## src/source/soc_bus_pkg.sv

```systemverilog
////////////////////////////////////////////////////////////
// system bus widths, address map and payload types
// payloads are flat vectors, full words only (no strobes)
// the low two address bits are ignored everywhere
////////////////////////////////////////////////////////////

package soc_bus_pkg;

    ////////////////////////////////////////////////////////////
    // widths
    ////////////////////////////////////////////////////////////

    localparam int DATA_WIDTH = 32;
    localparam int ADDR_WIDTH = 32;

    // request is {we, addr, wdata}
    localparam int REQ_WIDTH  = 1 + ADDR_WIDTH + DATA_WIDTH;   // 65
    // response is {err, rdata}
    localparam int RSP_WIDTH  = 1 + DATA_WIDTH;                // 33

    ////////////////////////////////////////////////////////////
    // address map
    ////////////////////////////////////////////////////////////

    localparam logic [ADDR_WIDTH-1:0] MEM_BASE = 32'h0000_0000;
    localparam int                    MEM_WORDS = 256;          // 1 KiB

    localparam logic [ADDR_WIDTH-1:0] IRQ_BASE = 32'h0C00_0000;
    localparam int                    IRQ_SPAN = 16;            // bytes

    ////////////////////////////////////////////////////////////
    // payload types
    ////////////////////////////////////////////////////////////

    typedef logic [REQ_WIDTH-1:0] bus_req_t;
    typedef logic [RSP_WIDTH-1:0] bus_rsp_t;

    // decoder target select
    typedef enum logic [1:0] {
        TGT_MEM  = 2'd0,
        TGT_IRQ  = 2'd1,
        TGT_NONE = 2'd2    // unmapped, error reply
    } target_e;

endpackage : soc_bus_pkg

```

## src/source/host_port.sv

```systemverilog
////////////////////////////////////////////////////////////
// four-phase req/ack host side to internal valid/ready
// one request per req_i level, host waits for ack_o low
// response stays in the rsp stage until req_i falls
////////////////////////////////////////////////////////////

`timescale 1ns/1ps

module host_port (
    input  logic                                clk_i,
    input  logic                                arst_n_i,
    // external four-phase side
    input  logic                                req_i,
    input  logic                                we_i,
    input  logic [soc_bus_pkg::ADDR_WIDTH-1:0]  addr_i,
    input  logic [soc_bus_pkg::DATA_WIDTH-1:0]  wdata_i,
    output logic                                ack_o,
    output logic [soc_bus_pkg::DATA_WIDTH-1:0]  rdata_o,
    output logic                                err_o,
    // internal request out
    output logic                                req_valid_o,
    output soc_bus_pkg::bus_req_t               req_o,
    input  logic                                req_ready_i,
    // internal response in
    input  logic                                rsp_valid_i,
    input  soc_bus_pkg::bus_rsp_t               rsp_i,
    output logic                                rsp_ready_o
);

    typedef enum logic [1:0] {
        ST_IDLE,     // waiting for req_i
        ST_ISSUED,   // request launched, waiting for reply
        ST_ACKED     // ack_o high until req_i drops
    } state_e;

    state_e                              state_q, state_d;
    logic [soc_bus_pkg::DATA_WIDTH-1:0]  rdata_q;
    logic                                err_q;

    always_comb begin
        state_d = state_q;
        case (state_q)
            ST_IDLE:   if (req_i && req_ready_i) state_d = ST_ISSUED;
            ST_ISSUED: if (rsp_valid_i)          state_d = ST_ACKED;
            ST_ACKED:  if (!req_i)               state_d = ST_IDLE;
            default:                             state_d = ST_IDLE;
        endcase
    end

    always_ff @(posedge clk_i or negedge arst_n_i) begin
        if (!arst_n_i) begin
            state_q <= ST_IDLE;
        end else begin
            state_q <= state_d;
        end
    end

    // capture reply, held stable for the whole ack phase
    always_ff @(posedge clk_i) begin
        if (state_q == ST_ISSUED && rsp_valid_i) begin
            {err_q, rdata_q} <= rsp_i;
        end
    end

    assign req_valid_o = (state_q == ST_IDLE) & req_i;     // only in idle
    assign req_o       = {we_i, addr_i, wdata_i};
    assign rsp_ready_o = (state_q == ST_ACKED) & ~req_i;   // pop on req fall

    assign ack_o   = (state_q == ST_ACKED);
    assign rdata_o = rdata_q;
    assign err_o   = err_q;

endmodule : host_port

```

## config.mk

```make
export PLATFORM = sky130hd
export DESIGN_NAME = host_port
export DESIGN_NICKNAME = d
export VERILOG_FILES = /design/src/source/soc_bus_pkg.sv /design/src/source/host_port.sv
export SDC_FILE = /design/constraint.sdc
export NUM_CORES = 1
export LEC_CHECK = 0
export BUFFER_PORTS_ARGS = -buffer_cell sky130_fd_sc_hd__buf_2
export CAP_MARGIN = 20
export CORE_AREA = 2 2 78 80
export DETAILED_ROUTE_END_ITERATION = 8
export DIE_AREA = 0 0 80 82
export GPL_TIMING_DRIVEN = 0
export PLACE_DENSITY = 0.72
export REMOVE_ABC_BUFFERS = 1
export SLEW_MARGIN = 20
export SYNTH_ARGS = -nofsm -noshare
export SYNTH_HDL_FRONTEND = slang
export SYNTH_SLANG_ARGS = --single-unit
```

## constraint.sdc

```tcl
create_clock -name clk_i -period 3.5 [get_ports clk_i]
set_input_delay 0 -clock clk_i [delete_from_list [all_inputs] [get_ports clk_i]]
set_output_delay 0 -clock clk_i [all_outputs]
set_load 0.02 [all_outputs]
```

---- After elaboration in Yosys (flattened, before gate mapping) ----
Cells that the tools add are included.
Widths: inputs -> output; s select.
storage, ports and cells
  register bits ........................... 35
  latch bits .............................. 0
  memory bits (writable) .................. 0
  memory bits (read-only) ................. 0
  input port bits ......................... 103
  output and inout port bits .............. 101
  memories kept ........................... 0
operators by class
  $add $sub $neg .......................... 0
  $mul .................................... 0
  div/mod/pow operators ................... 0
  order comparisons ....................... 0
  equality and inequality tests ........... 5
  shifts and indexed selects .............. 0
  multiplexer cells ....................... 4
  bitwise logic cells ..................... 3
  reductions and logical operators ........ 4
operators with widths
  kind                number
  $mux 2              3
  $ne 2x2->1 const B  3
  $pmux 2 s3          1
  $reduce_and 3->1    1
  $and 1x1->1         2
  $eq 2x1->1 const B  1
  $eq 2x2->1 const B  1
  $logic_and 1x1->1   2
  $logic_not 2->1     1
  $not 1->1           1

---- Depth between registers and ports, before layout ----
  word-level depth ........................ 3
  gate-level depth with buffers ........... 2

---- Worst setup path after synthesis ----
OpenSTA, ideal clock, no wires.
  path kind ............................... register to register
  from .................................... reg state_q[0]
  to ...................................... reg err_q, in the netlist err_o (enable)
  library setup time ...................... 0.423 ns
  arrival ................................. 1.905 ns
  required time ........................... 3.077 ns
  setup slack ............................. 1.172 ns
  cell stages (with the launch flop) ...... 3
  buffers on the path ..................... 0
  path through ............................ dfrtp_1 nand2_1 nor2_1
on the way
  word-level cells in the longest chain between the ends .. 2
ends and longest elaborated chain
  element                   RTL line         RTL
  start: declaration        host_port.sv:36  state_e state_q, state_d;
  start signal: assignment  host_port.sv:54  state_q <= state_d;
  $eq 2x1->1                host_port.sv:60  if (state_q == ST_ISSUED && rsp_valid_i) begin
  $logic_and 1x1->1         host_port.sv:60
  end signal: assignment    host_port.sv:61  {err_q, rdata_q} <= rsp_i;
  end: declaration          host_port.sv:38  logic err_q;
No other way between the ends.
A chain may end at the register's enable or synchronous reset.

---- Final worst setup path ----
  from .................................... reg state_q[0]
  to ...................................... reg rdata_q (netlist bit rdata_o[29]) (enable)
on the way
  word-level cells in the longest chain between the ends .. 2
ends and longest elaborated chain
  element                 RTL line         RTL
  $eq 2x1->1              host_port.sv:60
  $logic_and 1x1->1       host_port.sv:60
  end signal: assignment  host_port.sv:61
  end: declaration        host_port.sv:37  logic [soc_bus_pkg::DATA_WIDTH-1:0] rdata_q;
No other way between the ends.

==> reports/results.md <==
| Quantity | Value | Unit |
|:---|:---|:---|
| Portion of synthesized cell area occupied by the leading cell type | 0.621 | - |
| Last weighted congestion value of the routability-driven placer | 0.838 | - |
| Portion of the post-synthesis area used by sequential elements | 0.652 | - |
| Number of warning messages in the yosys log | 0 | - |
| Power per Cell Area | 456 | mW/mm2 |
| All-Layer GR Usage | 0.247 | - |
| Buffers from clock root to sink, at most | 2 | - |
| HPWL after detailed placement | 7410 | um |
| Asr flop ratio synth | 0.0571 | - |
| Share of the clock period used by the worst path | 0.431 | - |
| Dominant combinational cell family by area after synthesis | buffers and inverters | - |
| Sw Share | 0.243 | - |
| LEAKAGE | 0.000849 | uW |
| Post-synth EDFFs | 33 | - |
| Initial antenna violation count | 0 | - |
| Number of remaining DRC errors | 0 | - |
| HP Class | input port to output pin | - |
| Cell-internal power | 705 | uW |
| Leading cell type by number of instances after synthesis | buf_4 | - |
| Starting density of the core | 0.278 | - |
| Worst path slowest cell | dfrtp_1 | - |
| Required time at the endpoint of the critical path | 3.48 | ns |
| Number of clock sinks | 35 | - |
| Cells taking the most area after synthesis | edfxtp_1 (62%), buf_4 (31%), dfrtp_1 (3.1%) | - |
| Critical path, cell by cell | nand2_1 -> nor2_4 -> buf_16 | - |
| Worst slew margin relative to its limit | 0.699 | - |
| Clock slew seen by the registers of the worst setup and hold paths | 0.06 | ns |
| Vias | 1007 | - |
| Adder and majority cell fraction of the synthesized area | 0 | - |
| Critical setup path kind | flip-flop to flip-flop | - |
| Fraction of the mapped netlist area in compound gates | 0.00627 | - |
| Worst-margin pin slew | 0.450 | ns |
| CP arrival | 1.49 | ns |
| Die Span X | 80 | um |
| Share of final-layout standard cells stronger than drive strength 1 | 0.506 | - |
| Die Area | 0.00656 | mm2 |
| Final Net Count | 265 | - |
| Clock period minus final worst setup slack | 1.51 | ns |
| Hold-fix buffers at CTS | 36 | - |
| Post-detailed-route count of antenna-violating nets | 0 | - |
| Count of distinct cell types in the synthesized netlist | 12 | - |
| First-pass GRT wire length | 9750 | um |
| Final-report max-slew violation count | 0 | - |
| Count of pins on the block boundary | 204 | - |
| Overflow left after global routing | 0 | - |
| CTS tree | done | - |
| Kind of end point of the critical path | flip-flop | - |
| Setup-failing EPs final | 0 | - |
| Most common library cells after synthesis | buf_4 (65), edfxtp_1 (33), dfrtp_1 (2), nand3b_1 (2) | - |
| Number of cells upsized or downsized after cts | 0 | - |
| H-tree depth reported by CTS | 2 | - |
| Netlist area before placement | 0.00160 | mm2 |
| Max rail drop VDD | 0.161 | mV |
| Run status | finished clean | - |
| Combinational Power Share | 0.170 | - |
| Worst-case clock skew | 0.00475 | ns |
| Portion of netlist area occupied by mux cells | 0 | - |
| Number of buffers added for setup after CTS | 0 | - |
| Vias in the first global route | 1029 | - |
| Detailed Routing Iterations Pass 1 | 5 | - |
| Filler Cells Inserted | 580 | - |
| Timing-limited maximum frequency | 664 | MHz |
| Synthesized area divided by synthesized cell count | 14.5 | um2 |
| Reported max-cap violation count | 0 | - |
| Clock network power share | 0.281 | - |
| #FFs+latches synth | 35 | - |
| Final WL | 8230 | um |
| Switching power of the nets | 227 | uW |
| Max FO, Critical Path | 21 | - |
| Vias/cell | 4.25 | - |
| Floorplan die height | 82 | um |
| Input/output buffers | 73 | - |
| Area after detailed placement | 0.00160 | mm2 |
| Final count of hold timing violations | 0 | - |
| Initial detailed-routing violation count | 22 | - |
| Core Region | 0.00575 | mm2 |
| Synthesized instance count | 110 | - |
| Biggest cell delay along the critical path | 0.46 | ns |
| Simple logic cell fraction of the synthesized area | 0.0361 | - |
| ANT cells | 0 | - |
| Average wire per cell in the routed design | 34.7 | um |
| Synth area leader | edfxtp_1 | - |
| Layout-stage area growth over the synthesis result | 27.8 | % |
| Xor/xnor cell area share of the yosys netlist | 0 | - |
| RSZ-0062 raised after global routing | no | - |
| Setup TNS after final layout | 0 | ns |
| Element type at the critical path start | flip-flop | - |
| Number of buffers created by CTS | 5 | - |
| Most used flip-flop cell after synthesis | edfxtp_1 | - |
| Clock Tree Root | clkbuf_8 | - |
| Largest net degree at the start of global routing | 22 | - |
| Final design instance area without fill | 0.00204 | mm2 |
| Site Rows | 28 | - |
| Clock insertion delay at the later pin of the skew report | 0.28 | ns |
| Reg power frac | 0.549 | - |
==> metrics by stage <==
step / power, uW / hold slack [ns] / instances / utilization / worst slack [ns]
global placement: 635 / -0.215 / 193 / 0.273 / 0.586
finish: 931 / 0.000183 / 237 / 0.355 / 1.99
floorplan: 580 / -0.296 / 45 / - / 1.17
global route: 976 / 0.000146 / 237 / 0.355 / 1.87
detailed placement: 647 / -0.213 / 194 / 0.279 / 2.00
CTS: 946 / 0.000353 / 237 / 0.355 / 1.97
==> cell usage in the layout, fill, tap and decap left out, drive strengths merged <==
master and count:
buf 74, clkinv 2, clkbuf 5, edfxtp 33
o21ai 1, a21oi 1, nand2b 1, dfrtp 2
nand2 1, nor3b 1, dlygate4sd3 36, and2b 1
nand3b 2, nor2b 1, nor2 1
==> layer usage <==
layer	vias up	wire (um)	GRT usage
met3	8	2060	0.299
met5	-	0	0
li1	408	-	-
met2	160	4240	0.435
met1	431	1830	0.160
met4	0	102	0.0508
==> final timing paths <==
kind                            start          end  slack, ns  cells after the start
setup reg to reg           state_q[0]  rdata_o[29]       1.99                      3
max in group asynchronous    arst_n_i   state_q[1]       3.37                      2
setup / recovery           state_q[0]  rdata_o[29]       1.99                      3
hold reg to reg            state_q[1]   state_q[1]       0.65                      1
hold / removal              addr_i[6]    req_o[38]     0.0002                      0
min in group asynchronous    arst_n_i   state_q[0]       0.04                      2
==> layout make-up <==
cell class | instances | area [um2] | area share
Tap cell | 75 | 93.8 | 0.0460
Clock buffer | 5 | 68.8 | 0.0337
Multi-Input combinational cell | 10 | 75.1 | 0.0368
Clock inverter | 2 | 8.76 | 0.00429
Sequential cell | 35 | 1040 | 0.510
Timing Repair Buffer | 110 | 753 | 0.369
==> worst max-delay path, delay by kind of cell, from the launching register on <==
| kind | cells | cell delay [ns] |
|---|---|---|
| buf+inv | 1 | 0.22 |
| flops | 1 | 0.46 |
| simple gates | 2 | 0.52 |
==> power groups by stage <==
| stage | logic, uW | clock network (uW) | registers (uW) |
|---|---|---|---|
| final | 158 | 262 | 511 |
| after global routing | 170 | 292 | 514 |
| after CTS | 159 | 275 | 512 |
| after detailed placement | 126 | 0 | 521 |
| after global placement | 113 | 0 | 522 |
| after floorplan | 29.1 | 0 | 550 |
==> sequential cells by signal (all words and copies together) (netlist names) <==
name	cells
err_o	1
rdata_o	32
state_q	2
==> cell families after synthesis <==
group,Yosys count
buffers and inverters,65
DFF,35
and+or+nand+nor,8
AOI/OAI and AO/OA,2
Note: power is estimated with default switching activity, not from simulation.
