`src/source/soc_bus_pkg.sv`:
```
////////////////////////////////////////////////////////////
// system bus widths, address map and payload types
// payloads are flat vectors, full words only (no strobes)
// the low two address bits are ignored everywhere
////////////////////////////////////////////////////////////

package soc_bus_pkg;

    ////////////////////////////////////////////////////////////
    // widths
    ////////////////////////////////////////////////////////////

    localparam int DATA_WIDTH = 32;
    localparam int ADDR_WIDTH = 32;

    // request is {we, addr, wdata}
    localparam int REQ_WIDTH  = 1 + ADDR_WIDTH + DATA_WIDTH;   // 65
    // response is {err, rdata}
    localparam int RSP_WIDTH  = 1 + DATA_WIDTH;                // 33

    ////////////////////////////////////////////////////////////
    // address map
    ////////////////////////////////////////////////////////////

    localparam logic [ADDR_WIDTH-1:0] MEM_BASE = 32'h0000_0000;
    localparam int                    MEM_WORDS = 256;          // 1 KiB

    localparam logic [ADDR_WIDTH-1:0] IRQ_BASE = 32'h0C00_0000;
    localparam int                    IRQ_SPAN = 16;            // bytes

    ////////////////////////////////////////////////////////////
    // payload types
    ////////////////////////////////////////////////////////////

    typedef logic [REQ_WIDTH-1:0] bus_req_t;
    typedef logic [RSP_WIDTH-1:0] bus_rsp_t;

    // decoder target select
    typedef enum logic [1:0] {
        TGT_MEM  = 2'd0,
        TGT_IRQ  = 2'd1,
        TGT_NONE = 2'd2    // unmapped, error reply
    } target_e;

endpackage : soc_bus_pkg

```
`src/source/soc_irq_pkg.sv`:
```
////////////////////////////////////////////////////////////
// interrupt controller sizing and register map
// line n has source id n+1, id 0 means no interrupt
////////////////////////////////////////////////////////////

package soc_irq_pkg;

    // peripheral interrupt lines
    localparam int NUM_SRC      = 4;
    localparam int SRC_ID_WIDTH = 3;    // ids 0..NUM_SRC

    ////////////////////////////////////////////////////////////
    // register offsets inside the 16 byte window
    ////////////////////////////////////////////////////////////

    localparam int REG_OFF_WIDTH = 4;

    // read only, bit n pending for line n
    localparam logic [REG_OFF_WIDTH-1:0] REG_PENDING = 4'h0;
    // read/write, bit n enables line n
    localparam logic [REG_OFF_WIDTH-1:0] REG_ENABLE  = 4'h4;
    // read only, returns and clears lowest active id
    localparam logic [REG_OFF_WIDTH-1:0] REG_CLAIM   = 4'h8;

endpackage : soc_irq_pkg

```
`src/source/irq_controller.sv`:
```
////////////////////////////////////////////////////////////
// minimal interrupt controller, edge triggered sources
// no priorities or threshold, claim picks the lowest id
// illegal accesses reply with err and change nothing
////////////////////////////////////////////////////////////

`timescale 1ns/1ps

module irq_controller (
    input  logic                                clk_i,
    input  logic                                arst_n_i,
    input  logic [soc_irq_pkg::NUM_SRC-1:0]     irq_src_i,
    input  logic                                sel_i,
    input  logic                                we_i,
    input  logic [soc_bus_pkg::ADDR_WIDTH-1:0]  addr_i,
    input  logic [soc_bus_pkg::DATA_WIDTH-1:0]  wdata_i,
    output logic                                rsp_valid_o,
    output logic [soc_bus_pkg::DATA_WIDTH-1:0]  rdata_o,
    output logic                                err_o,
    output logic                                irq_o
);

    logic [soc_irq_pkg::NUM_SRC-1:0]       src_q, pending_q, enable_q;
    logic [soc_irq_pkg::NUM_SRC-1:0]       rise, active, claim_mask;
    logic [soc_irq_pkg::SRC_ID_WIDTH-1:0]  claim_id;
    logic [soc_irq_pkg::REG_OFF_WIDTH-1:0] reg_off;
    logic                                  rd_ok, wr_enable, rd_claim;
    logic [soc_bus_pkg::DATA_WIDTH-1:0]    rd_data, rdata_q;
    logic                                  rsp_valid_q, err_q;

    assign rise    = irq_src_i & ~src_q;
    assign active  = pending_q & enable_q;
    assign reg_off = {addr_i[soc_irq_pkg::REG_OFF_WIDTH-1:2], 2'b00};

    // lowest active line wins
    always_comb begin
        claim_id = '0;
        for (int n = soc_irq_pkg::NUM_SRC - 1; n >= 0; n--) begin
            if (active[n]) claim_id = soc_irq_pkg::SRC_ID_WIDTH'(n + 1);
        end
    end

    ////////////////////////////////////////////////////////////
    // access decode
    ////////////////////////////////////////////////////////////

    assign rd_ok     = ~we_i & (reg_off == soc_irq_pkg::REG_PENDING ||
                                reg_off == soc_irq_pkg::REG_ENABLE  ||
                                reg_off == soc_irq_pkg::REG_CLAIM);
    assign wr_enable = sel_i & we_i & (reg_off == soc_irq_pkg::REG_ENABLE);
    assign rd_claim  = sel_i & ~we_i & (reg_off == soc_irq_pkg::REG_CLAIM);

    always_comb begin
        claim_mask = '0;
        for (int n = 0; n < soc_irq_pkg::NUM_SRC; n++) begin
            // line n owns id n+1
            if (rd_claim && claim_id == soc_irq_pkg::SRC_ID_WIDTH'(n + 1)) begin
                claim_mask[n] = 1'b1;
            end
        end
        rd_data = '0;
        if (rd_ok) begin
            case (reg_off)
                soc_irq_pkg::REG_PENDING: rd_data = soc_bus_pkg::DATA_WIDTH'(pending_q);
                soc_irq_pkg::REG_ENABLE:  rd_data = soc_bus_pkg::DATA_WIDTH'(enable_q);
                default:                  rd_data = soc_bus_pkg::DATA_WIDTH'(claim_id);
            endcase
        end
    end

    always_ff @(posedge clk_i or negedge arst_n_i) begin
        if (!arst_n_i) begin
            src_q       <= '0;
            pending_q   <= '0;
            enable_q    <= '0;
            rsp_valid_q <= 1'b0;
        end else begin
            src_q       <= irq_src_i;
            pending_q   <= (pending_q & ~claim_mask) | rise;   // new edge beats claim
            rsp_valid_q <= sel_i;
            if (wr_enable) enable_q <= wdata_i[soc_irq_pkg::NUM_SRC-1:0];
        end
    end

    // reply payload
    always_ff @(posedge clk_i) begin
        if (sel_i) begin
            rdata_q <= rd_data;
            err_q   <= ~(rd_ok | wr_enable);
        end
    end

    assign rsp_valid_o = rsp_valid_q;
    assign rdata_o     = rdata_q;
    assign err_o       = err_q;
    assign irq_o       = |active;

endmodule : irq_controller

```
`config.mk`:
```
export PLATFORM = sky130hd
export DESIGN_NAME = irq_controller
export DESIGN_NICKNAME = d
export VERILOG_FILES = /design/src/source/soc_bus_pkg.sv /design/src/source/soc_irq_pkg.sv /design/src/source/irq_controller.sv
export SDC_FILE = /design/constraint.sdc
export NUM_CORES = 1
export LEC_CHECK = 0
export ABC_AREA = 1
export BUFFER_PORTS_ARGS = -buffer_cell sky130_fd_sc_hd__buf_2
export CAP_MARGIN = 25
export CELL_PAD_IN_SITES_DETAIL_PLACEMENT = 0
export CELL_PAD_IN_SITES_GLOBAL_PLACEMENT = 1
export CORE_UTILIZATION = 24
export DETAILED_ROUTE_END_ITERATION = 12
export GPL_TIMING_DRIVEN = 0
export PLACE_DENSITY_LB_ADDON = 0.1
export SYNTH_ARGS = -nofsm -noshare
export SYNTH_HDL_FRONTEND = slang
export SYNTH_SLANG_ARGS = --single-unit
```
`constraint.sdc`:
```
create_clock -name clk_i -period 2.2 [get_ports clk_i]
set_input_delay 0.11 -clock clk_i [delete_from_list [all_inputs] [get_ports clk_i]]
set_output_delay 0.11 -clock clk_i [all_outputs]
set_load 0.01 [all_outputs]
```
Yosys cells after proc, flatten, opt, wreduce, memory -nomap -nowiden

Cells that the tools add are included.

Logic and storage cells: 43
Output and inout port bits: 35
Register bits after elaboration: 46

Bitwise logic cells: 14
Muxes and demuxes: 9
Reductions and logical operators: 8
Equality and inequality tests: 6

Operators by type and width:

| kind               | number |
|---|---|
| $and 4x4->4        | 3 |
| $mux 3             | 4 |
| $not 4->4          | 2 |
| $pmux 4 s2         | 1 |
| $eq 3x2->1 const B | 2 |
| $and 1x1->1        | 5 |
| $logic_and 1x1->1  | 4 |
| $logic_not 4->1    | 1 |
| $mux 1             | 4 |
| $or 4x4->4         | 1 |
| $reduce_or 4->1    | 1 |
| $eq 3x1->1 const B | 1 |
| $eq 3x3->1 const B | 1 |
| $eq 2x1->1 const B | 1 |
| $eq 2x2->1 const B | 1 |
| $logic_or 1x1->1   | 2 |
| $not 1->1          | 2 |
| $or 1x1->1         | 1 |

Depth between registers and ports, before layout

Depth after elaboration: 11
Mapped depth: 6
Depth with buffers taken out: 6

Least setup slack after synthesis

No wires, ideal clock.

Path kind: register to register
From: register pending_q[0] in the netlist's numbering
To: register rdata_q, in the netlist rdata_o[2], data pin
Path buffers: 0
Library setup time: 146 ps
Required time: 2054 ps
Setup slack: 1208 ps
Arrival time: 846 ps
Stages on the path, launching flop included: 6
Period minus slack after synthesis: 992 ps
Cells stage by stage: dfrtp_1 -> nand2_1 -> inv_1 -> nor2_1 -> nand3_1 -> a21oi_1

Word-level cells in the longest chain between the ends: 3

RTL lines:

| element                | RTL line             | RTL |
|---|---|---|
| from (decl)            | irq_controller.sv:23 | `logic [soc_irq_pkg::NUM_SRC-1:0] src_q, pending_q, enable_q;` |
| from (signal assigned) | irq_controller.sv:79 | `pending_q <= (pending_q & ~claim_mask) \| rise;` |
| $and 4x4->4            | irq_controller.sv:32 | `assign active = pending_q & enable_q;` |
| $mux 3                 | irq_controller.sv:39 | `if (active[n]) claim_id = soc_irq_pkg::SRC_ID_WIDTH'(n + 1);` |
| $pmux 4 s2             | irq_controller.sv:63 | `case (reg_off)` |
| to (signal assigned)   | irq_controller.sv:88 | `rdata_q <= rd_data;` |
| to (decl)              | irq_controller.sv:28 | `logic [soc_bus_pkg::DATA_WIDTH-1:0] rd_data, rdata_q;` |

Every way passes these cells.
A chain may end at the register's enable or synchronous reset.

Worst setup path after layout

From: register enable_q[1] in the netlist's numbering
To: output irq_o

Word-level cells in the longest chain between the ends: 2

RTL lines:

| element                | RTL line             | RTL |
|---|---|---|
| from (decl)            | irq_controller.sv:23 |  |
| from (signal assigned) | irq_controller.sv:81 | `if (wr_enable) enable_q <= wdata_i[soc_irq_pkg::NUM_SRC-1:0];` |
| $and 4x4->4            | irq_controller.sv:32 |  |
| $reduce_or 4->1        | irq_controller.sv:96 | `assign irq_o = \|active;` |
| to (decl)              | irq_controller.sv:20 | `output logic irq_o` |

Every way passes these cells.

==> impl_metrics.ini <==
[cells_and_area]
flow.area_growth_from_synthesis_pct = 34.15
layout.cells.most_common_list = sky130_fd_sc_hd__nand2_1, sky130_fd_sc_hd__buf_4, sky130_fd_sc_hd__conb_1
insertedDiodeCount = 0
num-nets-final = 252
fraction_of_final_layout_cells_with_drive_strength_greater_than_1_pct = 33.52
layout.cells.most_common = sky130_fd_sc_hd__nand2_1
utilization_pct = 34.51

[cts]
path_clk_slew_ns = 0.07
ctsLongestPathBuffers = 2
clk_latency_ns = 0.25
tritoncts = done
cts.repair.resized = 0
cts_max_level = 1
cts.sink_count = 18
cts_root_buffer = sky130_fd_sc_hd__clkbuf_8
cts-buffers-inserted = 3

[synthesis]
ys_top_cells_by_area = sky130_fd_sc_hd__dfrtp_1, sky130_fd_sc_hd__buf_4, sky130_fd_sc_hd__edfxtp_1
synth_simple_gate_area_share_pct = 20.89
synth_compound_gate_area_share_pct = 7.394
synth_fa_ha_area_share_pct = 0
ys.flop_type = sky130_fd_sc_hd__dfrtp_1
synth_top_area_share_pct = 30.52
yosysSeqAreaShare_pct = 44.60
synth.ff_latch_count = 18
postSynthCellCount = 124
synth.avg_cell_area_um2 = 8.597
yosysWarnings = 0
mappedNetlistArea_mm2 = 0.001066
async_reset_ff_share_pct = 72.22
post_synth_mux_area_share_pct = 0
synth_edf_count = 5
yosysTopAreaCell = sky130_fd_sc_hd__dfrtp_1
combinational_family_with_the_most_area_after_synthesis = buffers and inverters
synth-xor-area-share_pct = 0
yosys.cell_types.count = 20

[critical_path]
critical_path_required_ns = 2.09
crit_path_end_kind = output port
r2r_slack_ns = 1.02
timing.critical_path.slowest_cell_delay_ns = 0.41
timing.critical_path.cells = nand2_1, nand2_1, inv_1, nand3_1, buf_2
ff2ff_path_depth = 5
critical_path.most_common_cell = sky130_fd_sc_hd__nand2_1
critical_path_fanout_max = 4
launch_point_of_the_worst_reg_to_reg_path = enable_q[0]
cp.arrival_ns = 1.19
critical_path.startpoint_type = register
path_class = register to output port
regToRegEndpoint = rdata_o[2]
slowest_stage = sky130_fd_sc_hd__dfrtp_1

[drt]
firstDrtPassIters = 4
ant_nets = 0
routed_wl_um = 1868
vias = 819
post_drt_via_cell_ratio = 3.576
route.detailed.wl_per_inst_um = 8.157
number_of_remaining_drc_errors = 0
detailedRoute.firstIterationViolations = 31

[die]
dieHeight_um = 68.65
core_area_mm2 = 0.004144
placement_rows = 23
die_w_um = 68.65
floorplan.io_pins = 107
die_area_mm2 = 0.004712
starting_density_pct = 25.72

[hold_path]
holdPathStages = 3
min-delay-path-class = input pin to register
worstHoldStart = wdata_i[0]
worstHoldEndpoint = enable_q[0]

[timing]
grt_setup_unrepaired = no
finClkSkew_ns = 0.002235
achievable-frequency_mhz = 767.8
final_max_slew_viol_count = 0
hold_violations = 0
period_share_pct = 59.20
setup_total_negative_slack_ns = 0
fin_crit_ns = 1.302
setup_violations = 0

[global_route]
grt_pass1_vias = 764
aggregate_global_route_resource_usage_pct = 9.406
grt_max_degree = 14
grt_antenna_before_repair = 0
global_route.overflow_total = 0
grt_pass1_wl_um = 3201

[pwr]
internal-power_uw = 624.0
totalPowerFinal_uw = 866.0
comb_power_share_pct = 23.8
power_switching_uw = 241.9
seq_power_share_pct = 45.3
worst_ir_drop_vdd_uv = 169.6
sw_frac_of_total_pct = 27.94
cellPowerDensity_mw_per_mm2 = 605.5
power.leakage_nw = 0.7932
clockPowerShare_pct = 30.9

[flow_run]
cap_violations = 0

[place]
dpl.hpwl_um = 1551
portBuffers = 19
gpl.final_weighted_congestion = 0.7719

[run_status]
result_of_the_run = complete, no violations
[synthesized netlist by cell type, types with 2 or more instances]
cell type / n
sky130_fd_sc_hd__inv_2: 2
sky130_fd_sc_hd__dfrtp_1: 13
sky130_fd_sc_hd__nand2_1: 31
sky130_fd_sc_hd__a21oi_1: 3
sky130_fd_sc_hd__edfxtp_1: 5
sky130_fd_sc_hd__inv_1: 15
sky130_fd_sc_hd__o21ai_1: 5
sky130_fd_sc_hd__buf_4: 28
sky130_fd_sc_hd__nand3_1: 9
sky130_fd_sc_hd__nor2_1: 3
[routing by layer]
layer  up-vias  global-route usage (%)  part of all wire (%)
li1        441                       -                     -
met1       344                   9.164                    41
met2        31                   17.40                    51
met3         3                   2.303                   7.2
met4         0                   6.250                   1.6
met5         -                       0                     0
[critical path, delay by kind of cell, from the launching register on]
family	cells	cell delay (ns)
buffers and inverters	2	0.25
AND/OR/NAND/NOR	3	0.28
flip-flops	1	0.41
[metrics by stage]
stage / area (um^2) / cells / hold WS (ns) / setup slack [ns]
after global routing: 1430 / 229 / 0.08148 / 0.8114
after floorplan: 1167 / 151 / -0.1856 / 1.208
final: 1430 / 229 / 0.08443 / 0.8976
after detailed placement: 1325 / 220 / 0.01805 / 1.042
after CTS: 1430 / 229 / 0.08186 / 0.8837
after global placement: 1325 / 220 / 0.01397 / 1.063
[registers in the layout, summed over array words and instances, names as in the netlist]
name         flops
pending_q        4
rsp_valid_o      1
rdata_o          4
src_q            4
err_o            1
enable_q         4
[worst max path at each step]
stage	start	to	slack (ns)	depth (start not counted)
floorplan	pending_q[0]	rdata_o[2]	1.21	5
global placement	enable_q[0]	rdata_o[2]	1.06	5
detailed placement	enable_q[0]	rdata_o[2]	1.04	5
CTS	enable_q[1]	irq_o	0.88	5
global route	enable_q[1]	irq_o	0.81	5
finish	enable_q[1]	irq_o	0.90	5
[cell type report]
cell class | count | area [um^2]
Sequential cell | 18 | 475.5
Fill cell | 451 | 2714
Buffer | 29 | 221.5
Inverter | 17 | 63.81
Multi-Input combinational cell | 87 | 406.6
Timing Repair Buffer | 24 | 145.1
Tap cell | 50 | 62.56
Clock buffer | 4 | 55.05
[repair_timing]
action | CTS | global route
endpoints found under the hold margin | 17 | 0
hold buffers | 5 | 0
setup buffers | 0 | 0
[cell families after synthesis]
| group | Yosys count |
|---|---|
| flops | 18 |
| other cells | 1 |
| buf+inv | 46 |
| compound gates | 12 |
| simple gates | 47 |
[power by group through the flow]
| stage | Combinational [mW] | Sequential, mW | Clock, mW |
|---|---|---|---|
| after floorplan | 0.146 | 0.400 | 0 |
| after CTS | 0.206 | 0.393 | 0.282 |
| after detailed placement | 0.199 | 0.400 | 0 |
| after global placement | 0.198 | 0.399 | 0 |
| final | 0.206 | 0.393 | 0.267 |
| after global routing | 0.234 | 0.397 | 0.293 |
(Power assumes the default switching activity.)
