`src/source/soc_bus_pkg.sv`:
```
////////////////////////////////////////////////////////////
// system bus widths, address map and payload types
// payloads are flat vectors, full words only (no strobes)
// the low two address bits are ignored everywhere
////////////////////////////////////////////////////////////

package soc_bus_pkg;

    ////////////////////////////////////////////////////////////
    // widths
    ////////////////////////////////////////////////////////////

    localparam int DATA_WIDTH = 32;
    localparam int ADDR_WIDTH = 32;

    // request is {we, addr, wdata}
    localparam int REQ_WIDTH  = 1 + ADDR_WIDTH + DATA_WIDTH;   // 65
    // response is {err, rdata}
    localparam int RSP_WIDTH  = 1 + DATA_WIDTH;                // 33

    ////////////////////////////////////////////////////////////
    // address map
    ////////////////////////////////////////////////////////////

    localparam logic [ADDR_WIDTH-1:0] MEM_BASE = 32'h0000_0000;
    localparam int                    MEM_WORDS = 256;          // 1 KiB

    localparam logic [ADDR_WIDTH-1:0] IRQ_BASE = 32'h0C00_0000;
    localparam int                    IRQ_SPAN = 16;            // bytes

    ////////////////////////////////////////////////////////////
    // payload types
    ////////////////////////////////////////////////////////////

    typedef logic [REQ_WIDTH-1:0] bus_req_t;
    typedef logic [RSP_WIDTH-1:0] bus_rsp_t;

    // decoder target select
    typedef enum logic [1:0] {
        TGT_MEM  = 2'd0,
        TGT_IRQ  = 2'd1,
        TGT_NONE = 2'd2    // unmapped, error reply
    } target_e;

endpackage : soc_bus_pkg

```
`src/source/addr_decoder.sv`:
```
////////////////////////////////////////////////////////////
// address decoder, one request outstanding at a time
// targets must reply exactly one cycle after their strobe
// unmapped accesses get err with zero data, no side effect
////////////////////////////////////////////////////////////

`timescale 1ns/1ps

module addr_decoder (
    input  logic                                clk_i,
    input  logic                                arst_n_i,
    // request from pipe stage
    input  logic                                req_valid_i,
    input  soc_bus_pkg::bus_req_t               req_i,
    output logic                                req_ready_o,
    // target side
    output logic                                mem_sel_o,
    output logic                                irq_sel_o,
    output logic                                tgt_we_o,
    output logic [soc_bus_pkg::ADDR_WIDTH-1:0]  tgt_addr_o,
    output logic [soc_bus_pkg::DATA_WIDTH-1:0]  tgt_wdata_o,
    input  logic                                mem_rsp_valid_i,
    input  logic [soc_bus_pkg::DATA_WIDTH-1:0]  mem_rdata_i,
    input  logic                                irq_rsp_valid_i,
    input  logic [soc_bus_pkg::DATA_WIDTH-1:0]  irq_rdata_i,
    input  logic                                irq_err_i,
    // response to pipe stage
    output logic                                rsp_valid_o,
    output soc_bus_pkg::bus_rsp_t               rsp_o,
    input  logic                                rsp_ready_i
);

    localparam logic [soc_bus_pkg::ADDR_WIDTH-1:0] MEM_SPAN = soc_bus_pkg::MEM_WORDS * 4;

    logic                 outstanding_q;
    soc_bus_pkg::target_e tgt, tgt_q;
    logic                 accept;

    // offset compare, wraps safely for any base
    always_comb begin
        if (tgt_addr_o - soc_bus_pkg::MEM_BASE < MEM_SPAN)
            tgt = soc_bus_pkg::TGT_MEM;
        else if (tgt_addr_o - soc_bus_pkg::IRQ_BASE < soc_bus_pkg::IRQ_SPAN)
            tgt = soc_bus_pkg::TGT_IRQ;
        else
            tgt = soc_bus_pkg::TGT_NONE;
    end

    assign {tgt_we_o, tgt_addr_o, tgt_wdata_o} = req_i;

    // rsp stage ready now means it has room next cycle too
    assign req_ready_o = rsp_ready_i & ~outstanding_q;
    assign accept      = req_valid_i & req_ready_o;

    assign mem_sel_o = accept & (tgt == soc_bus_pkg::TGT_MEM);
    assign irq_sel_o = accept & (tgt == soc_bus_pkg::TGT_IRQ);

    always_ff @(posedge clk_i or negedge arst_n_i) begin
        if (!arst_n_i) begin
            outstanding_q <= 1'b0;
            tgt_q         <= soc_bus_pkg::TGT_NONE;
        end else if (accept) begin
            outstanding_q <= 1'b1;
            tgt_q         <= tgt;
        end else if (rsp_valid_o) begin
            outstanding_q <= 1'b0;
        end
    end

    ////////////////////////////////////////////////////////////
    // response merge
    ////////////////////////////////////////////////////////////

    always_comb begin
        case (tgt_q)
            soc_bus_pkg::TGT_MEM: begin
                rsp_valid_o = outstanding_q & mem_rsp_valid_i;
                rsp_o       = {1'b0, mem_rdata_i};
            end
            soc_bus_pkg::TGT_IRQ: begin
                rsp_valid_o = outstanding_q & irq_rsp_valid_i;
                rsp_o       = {irq_err_i, irq_rdata_i};
            end
            default: begin
                rsp_valid_o = outstanding_q;    // local error reply
                rsp_o       = {1'b1, {soc_bus_pkg::DATA_WIDTH{1'b0}}};
            end
        endcase
    end

endmodule : addr_decoder

```
`config.mk`:
```
export PLATFORM = sky130hd
export DESIGN_NAME = addr_decoder
export DESIGN_NICKNAME = d
export VERILOG_FILES = /design/src/source/soc_bus_pkg.sv /design/src/source/addr_decoder.sv
export SDC_FILE = /design/constraint.sdc
export NUM_CORES = 1
export LEC_CHECK = 0
export BUFFER_PORTS_ARGS = -buffer_cell sky130_fd_sc_hd__buf_2
export CELL_PAD_IN_SITES_DETAIL_PLACEMENT = 0
export CELL_PAD_IN_SITES_GLOBAL_PLACEMENT = 1
export CORE_ASPECT_RATIO = 0.6
export CORE_MARGIN = 2
export CORE_UTILIZATION = 14
export DETAILED_ROUTE_END_ITERATION = 7
export PLACE_DENSITY = 0.91
export SKIP_CTS_REPAIR_TIMING = 1
export SLEW_MARGIN = 10
export SYNTH_ARGS = -nofsm -noshare
export SYNTH_HDL_FRONTEND = slang
export SYNTH_SLANG_ARGS = --single-unit
```
`constraint.sdc`:
```
create_clock -name clk_i -period 1.7 [get_ports clk_i]
set_clock_uncertainty 0.05 [all_clocks]
set_input_delay 0.17 -clock clk_i [delete_from_list [all_inputs] [get_ports clk_i]]
set_output_delay 0.17 -clock clk_i [all_outputs]
set_load 0.02 [all_outputs]
```
# Word level (Yosys, flattened, before mapping)
# Cells that the tools add are included.
# totals
register_bits	3
elab_cells	23
input_bits	136
# classes
reduce_logical	3
bitwise	7
eq_ne	2
n_lt_le_gt_ge	2
add_sub_neg	1
mux	6
# op_table
operator	n
$pmux 33 s2	1
$lt 32x11->1 const B	1
$lt 32x5->1 const B	1
$sub 32x28->32 const B	1
$and 1x1->1	6
$eq 2x1->1 const B	2
$logic_not 2->1	2
$mux 2	2
$mux 1	2
$pmux 1 s2	1
$reduce_bool 2->1	1
$not 1->1	1

# Logic depth before layout (Yosys ltp)
# Gate-level depths: netlist (run 1).
# depth
word_depth	6
depth_mapped	4

# Worst setup path before layout (run 1)
# OpenSTA, ideal clock, no wires.
# synth_timing
path_kind	flip-flop to output port
start	reg outstanding_q
end	out mem_sel_o
path_stages_with_launch	4
arrival_time_ns	1.475
path_buffers	0
required_time_ns	1.480
path_slack_ns	0.005
path_cell_list	dfrtp_1 and3b_2 nand4_1 nor4_1
# synth_between
elab_chain_len	4
# synth_lines
item	line	text
start: declaration	addr_decoder.sv:35	logic outstanding_q;
start signal: assignment	addr_decoder.sv:60	outstanding_q <= 1'b0;
start signal: assignment	addr_decoder.sv:63	outstanding_q <= 1'b1;
start signal: assignment	addr_decoder.sv:66	outstanding_q <= 1'b0;
$not 1->1	addr_decoder.sv:52	assign req_ready_o = rsp_ready_i & ~outstanding_q;
$and 1x1->1	addr_decoder.sv:52	
$and 1x1->1	addr_decoder.sv:53	assign accept = req_valid_i & req_ready_o;
$and 1x1->1	addr_decoder.sv:55	assign mem_sel_o = accept & (tgt == soc_bus_pkg::TGT_MEM);
end: declaration	addr_decoder.sv:17	output logic mem_sel_o,
# Every way passes these cells.

# Final worst setup path (run 1)
# Same ends and word-level chain as after synthesis.

==> reports/summary.txt, run 1 <==
run status - finished, violations left
violated checks - setup timing
Initial Util - 0.144
cts bufs inserted - 3
initial antenna violation count - 0
PwrDens - 388 nW/um^2
Post-synth ARST share - 1.00
worst min-delay path class - in -> async
most frequent cells in the layout - 163 x buf_2, 34 x nor2_1, 32 x mux2i_1
Ant. Diodes - 0
1st-iter DRT viols - 37
die extent in y - 76.3 um
cell count after synthesis - 165
DP Wirelength - 3.68 mm
cell family with most CP delay - simple AND/OR/NAND/NOR gates
Layout area overhead - 48.2%
largest net degree at the start of global routing - 30
synth unique cells - 22
Crit. Startpoint - outstanding_q$_DFFE_PN0P_
utilization after layout - 0.213
fmax - 559 MHz
critical path cell sequence - and3b_2 > nand4_1 > nor4_1 > buf_2
r2r startpoint - outstanding_q$_DFFE_PN0P_
Clock Latency Late Sink - 220 ps
Worst Path Arrival - 1570 ps
IO Port Bufs - 163
Post-synth EDFFs - 0
synth warn - 0
max-slew violations - 0
post-route cell area - 1810 sq um
share of cells above drive strength 1 - 0.669
vias - 1381
WL/cell - 11.3 um
RSZ-0062 raised after global routing - yes
Crit path buffers/inverters - 1
leading area contributor after synthesis - buf_4
die area - 9510 sq um
Final nets - 403
Final ANT Viol Nets - 0
Leak Pwr - 0.960 nW
first-pass GRT wire length - 6.69 mm
TritonCTS clock tree - yes
slew margin rel. - 0.780
post-placement cell area - 1710 sq um
Core Region - 8490 sq um
final hold vios - 0
clk sink count - 3
Setup-failing EPs final - 2
final period utilization - 1.05
fin worst setup slack - -89.5 ps
die width - 125 um
Crit. End Element - output pin
syn nets - 301
Setup CP Type - reg -> out
grt ovf - 0
maxcap violations - 0
Ports - 238
RR Endpoint - tgt_q[1]$_DFFE_PN1P_
post-synth top area share - 0.412
crit path to - mem_sel_o
row count - 26
vias in the first global route - 1339
Via density - 3.65
gr usage total - 0.0841
flop2flop setup slack - 340 ps
actual slew at the worst max-slew pin - 327 ps
DR DRC count - 0
final wirelength - 4.28 mm
Mapped Avg Cell Area - 7.40 sq um
filler instances - 938
Levels on crit path - 4
Synth Flop Type - dfrtp_1
commonest non-fill, non-tap cell in the layout - buf_2
CTS H-Tree Depth - 1
GP Congestion - 0.724
crit-path max FO - 4
startpoint types - register
Worst R2R Path Depth - 3
fin crit period - 1790 ps
Worst-path clk slew - 30 ps
drt pass-1 iters - 4
dominant cells by area after synthesis - buf_4 41%, mux2i_1 26%, nor2_1 10%, dfrtp_1 4.1%, nor4_2 3.1%
FF+latch count, synth - 3
VDD IR max - 204 uV
clk root buf - clkbuf_16
sequential element share of the synthesized area - 0.0625
cell area after synthesis - 1220 sq um
Required @ worst endpoint - 1480 ps
Largest stage delay, worst path - 390 ps
Clock Path Buffers - 2
Critical-path top delay cell - dfrtp_1
## through the flow
step / hold slack [ps] / power [mW] / setup WS [ps] / TNS [ps] / std cells
6_report: 245 / 0.702 / -89.5 / -96.4 / 378
4_1_cts: -306 / 0.706 / -86.5 / -122 / 375
3_5_place_dp: -74.9 / 0.328 / 162 / 0 / 371
5_1_grt: 275 / 0.743 / -179 / -293 / 378
2_1_floorplan: -176 / 0.339 / 4.53 / 0 / 165
3_3_place_gp: -73.6 / 0.324 / 194 / 0 / 371
## flip-flops by register name, indices dropped and copies added, names as in the netlist
register / count
tgt_q: 2
outstanding_q: 1
## per-layer routing
metal | track usage | vias to the layer above | share of wire
met2 | 0.133 | 94 | 0.45
met5 | 0 | - | 0
met4 | 0.0202 | 0 | 0.011
met1 | 0.106 | 593 | 0.43
li1 | - | 686 | -
met3 | 0.0351 | 8 | 0.11
## logic make-up (layout without fill, tap and decap cells)
family	after synthesis	in the layout	synth area share
buf+inv	74	175	0.435
simple gates	50	50	0.201
mux	32	32	0.262
compound gates	6	6	0.0389
flops	3	3	0.0625
## worst min-delay path by stage
stage                        start                         to  slack (ps)  cells after the start
after detailed placement  arst_n_i  outstanding_q$_DFFE_PN0P_         -70                      1
after CTS                 arst_n_i  outstanding_q$_DFFE_PN0P_        -310                      1
after global placement    arst_n_i  outstanding_q$_DFFE_PN0P_         -70                      1
final                     arst_n_i  outstanding_q$_DFFE_PN0P_         240                      2
after global routing      arst_n_i  outstanding_q$_DFFE_PN0P_         270                      2
after floorplan           arst_n_i  outstanding_q$_DFFE_PN0P_        -180                      0
## cell usage after synthesis, types with 2 or more instances
| cell type | instances |
|---|---|
| buf_2 | 2 |
| nor2b_1 | 3 |
| nor2_1 | 34 |
| buf_4 | 67 |
| nor4_1 | 4 |
| dfrtp_1 | 2 |
| mux2i_1 | 32 |
| a21o_1 | 2 |
| nor4_2 | 3 |
| clkbuf_1 | 4 |
## power breakdown
group	switching, mW	internal, mW	total, mW
clock network	0.0610	0.309	0.370
registers	0.00130	0.0735	0.0748
logic	0.125	0.132	0.257
total	0.187	0.515	0.702
## layout make-up
cell class | count | area, sq um | share of cell area
well taps | 112 | 140 | 0.0775
clock buffers | 4 | 78.8 | 0.0436
inverters | 1 | 3.75 | 0.00207
repair buffers | 170 | 896 | 0.495
flip-flops and latches | 3 | 77.6 | 0.0429
multi-input cells | 88 | 613 | 0.339
Note: power is estimated with default switching activity, not from simulation.
==> inputs of run 2 (changes only) <==
- ABC_AREA: unset -> 1
- CORE_UTILIZATION: 14 -> 15
- PLACE_DENSITY: 0.91 -> 0.9
==> reports/summary.txt, run 2 <==
fmax - 645 MHz
maxcap violations - 0
Clock Path Buffers - 2
r2r startpoint - tgt_q[1]$_DFFE_PN1P_
flop2flop setup slack - 620 ps
Layout area overhead - 38.1%
Setup-failing EPs final - 0
RSZ-0062 raised after global routing - no
startpoint types - register
Worst-path clk slew - 30 ps
Largest stage delay, worst path - 520 ps
DP Wirelength - 4.04 mm
Critical-path top delay cell - dfstp_2
Post-synth EDFFs - 0
post-synth top area share - 0.354
share of cells above drive strength 1 - 0.539
Worst Hold Endpoint - tgt_q[1]$_DFFE_PN1P_
Post-synth ARST share - 1.00
drt pass-1 iters - 5
most frequent cells after synthesis - 70 x nand3_1, 68 x buf_4, 50 x nand2_1
1st-iter DRT viols - 47
Setup TNS - 0 ps
largest registers - tgt_q x2, outstanding_q x1
final hold vios - 0
top routing layer in use - met4
cell count after synthesis - 252
Post-Place Worst Slack - 371 ps
most frequent cells in the layout - 163 x buf_2, 70 x nand3_1, 50 x nand2_1
DR DRC count - 0
commonest non-fill, non-tap cell in the layout - buf_2
Final ANT Viol Nets - 0
VDD IR max - 563 uV
final wirelength - 4.74 mm
Worst Path Arrival - 1330 ps
Crit path buffers/inverters - 3
fin worst setup slack - 149 ps
cell family with most CP delay - flip-flops
Worst R2R Path Depth - 5
max-slew violations - 0
gr usage total - 0.0815
Biggest register - tgt_q
Final nets - 482
WL/cell - 9.97 um
GP Congestion - 0.802
Core Region - 9260 sq um
Synth Flop Type - dfrtp_1
Clock Latency Late Sink - 220 ps
Via density - 3.92
TritonCTS clock tree - yes
final period utilization - 0.912
grt ovf - 0
run status - complete, no violations
Leak Pwr - 1.19 nW
M1 WL - 2.03 mm
leading area contributor after synthesis - buf_4
slew margin rel. - 0.830
synth warn - 0
row count - 27
clk root buf - clkbuf_16
largest net degree at the start of global routing - 66
initial antenna violation count - 0
met3 WL post-DR - 467 um
CTS H-Tree Depth - 1
Crit. End Element - output pin
crit-path max FO - 65
FF+latch count, synth - 3
max reg flops - 2
hold depth - 4
top-count cell post-synth - nand3_1
worst min-delay path class - in -> reg
clk sink count - 3
Ports - 238
Required @ worst endpoint - 1480 ps
worst hold start - req_valid_i
Mapped Avg Cell Area - 5.72 sq um
critical path cell sequence - inv_2 > buf_12 > nand3_1 > nand2_1 > buf_2
IO Port Bufs - 163
RR Endpoint - outstanding_q$_DFFE_PN0P_
vias in the first global route - 1604
fin crit period - 1550 ps
dominant cells by area after synthesis - buf_4 35%, nand3_1 24%, nand2_1 13%, nor2_1 5.5%, nor2_2 3.9%
die area - 10400 sq um
vias - 1863
met2 routed WL - 2.21 mm
syn nets - 388
actual slew at the worst max-slew pin - 256 ps
cell area after synthesis - 1440 sq um
cts bufs inserted - 3
Ant. Diodes - 0
sequential element share of the synthesized area - 0.0530
Setup CP Type - reg -> out
PwrDens - 913 nW/um^2
die width - 131 um
die extent in y - 79.9 um
synth unique cells - 21
Initial Util - 0.156
first-pass GRT wire length - 6.99 mm
run 2: tightest hold or removal path, delay by kind of cell:
family / cells / cell delay (ps)
AND/OR/NAND/NOR: 3 / 200
buffers and inverters: 1 / 90
run 2: through the flow:
step                utilization  cells  total power [mW]  instance area, sq um  hold slack [ps]
floorplan                     -    252              1.18                  1440             -176
global placement          0.205    470              1.43                  1900            -84.3
global route              0.215    475              1.96                  1990              226
detailed placement        0.205    470              1.46                  1900            -82.0
finish                    0.215    475              1.82                  1990              193
CTS                       0.214    474              1.83                  1980             -311
run 2: final cells by class:
type	instances	area, sq um
Clock buffer	4	78.8
Fill cell	1098	7270
Inverter	9	33.8
Multi-Input combinational cell	161	758
Sequential cell	3	76.3
Tap cell	130	163
Timing Repair Buffer	168	881
run 2: power breakdown:
group	internal [mW]	leakage [nW]	total, mW	switching (mW)
clock network	0.309	0.0382	0.367	0.0579
logic	0.457	1.12	1.33	0.872
registers	0.105	0.0367	0.120	0.0158
run 2: cell families (layout without fill, tap and decap cells):
family,count (synthesis),after routing,share of synthesized area
AND/OR/NAND/NOR,159,159,0.518
buffers and inverters,88,181,0.421
flip-flops,3,3,0.0530
AO/OA/AOI/OAI,2,2,0.00781
run 2: how the worst max path moves through the flow:
stage,from,end,slack (ps),depth (start not counted)
after detailed placement,tgt_q[0]$_DFFE_PN0P_,rsp_o[17],370,4
after global placement,tgt_q[1]$_DFFE_PN1P_,rsp_o[13],390,5
after CTS,tgt_q[0]$_DFFE_PN0P_,rsp_o[17],140,4
after floorplan,outstanding_q$_DFFE_PN0P_,irq_sel_o,310,5
final,tgt_q[1]$_DFFE_PN1P_,rsp_o[17],150,5
after global routing,tgt_q[0]$_DFFE_PN0P_,rsp_o[17],40,4
run 2: layer usage:
| layer | vias to the layer above | global-route usage |
|---|---|---|
| li1 | 936 | - |
| met1 | 830 | 0.0981 |
| met2 | 95 | 0.142 |
| met3 | 2 | 0.0241 |
| met4 | 0 | 0.0202 |
| met5 | - | 0 |
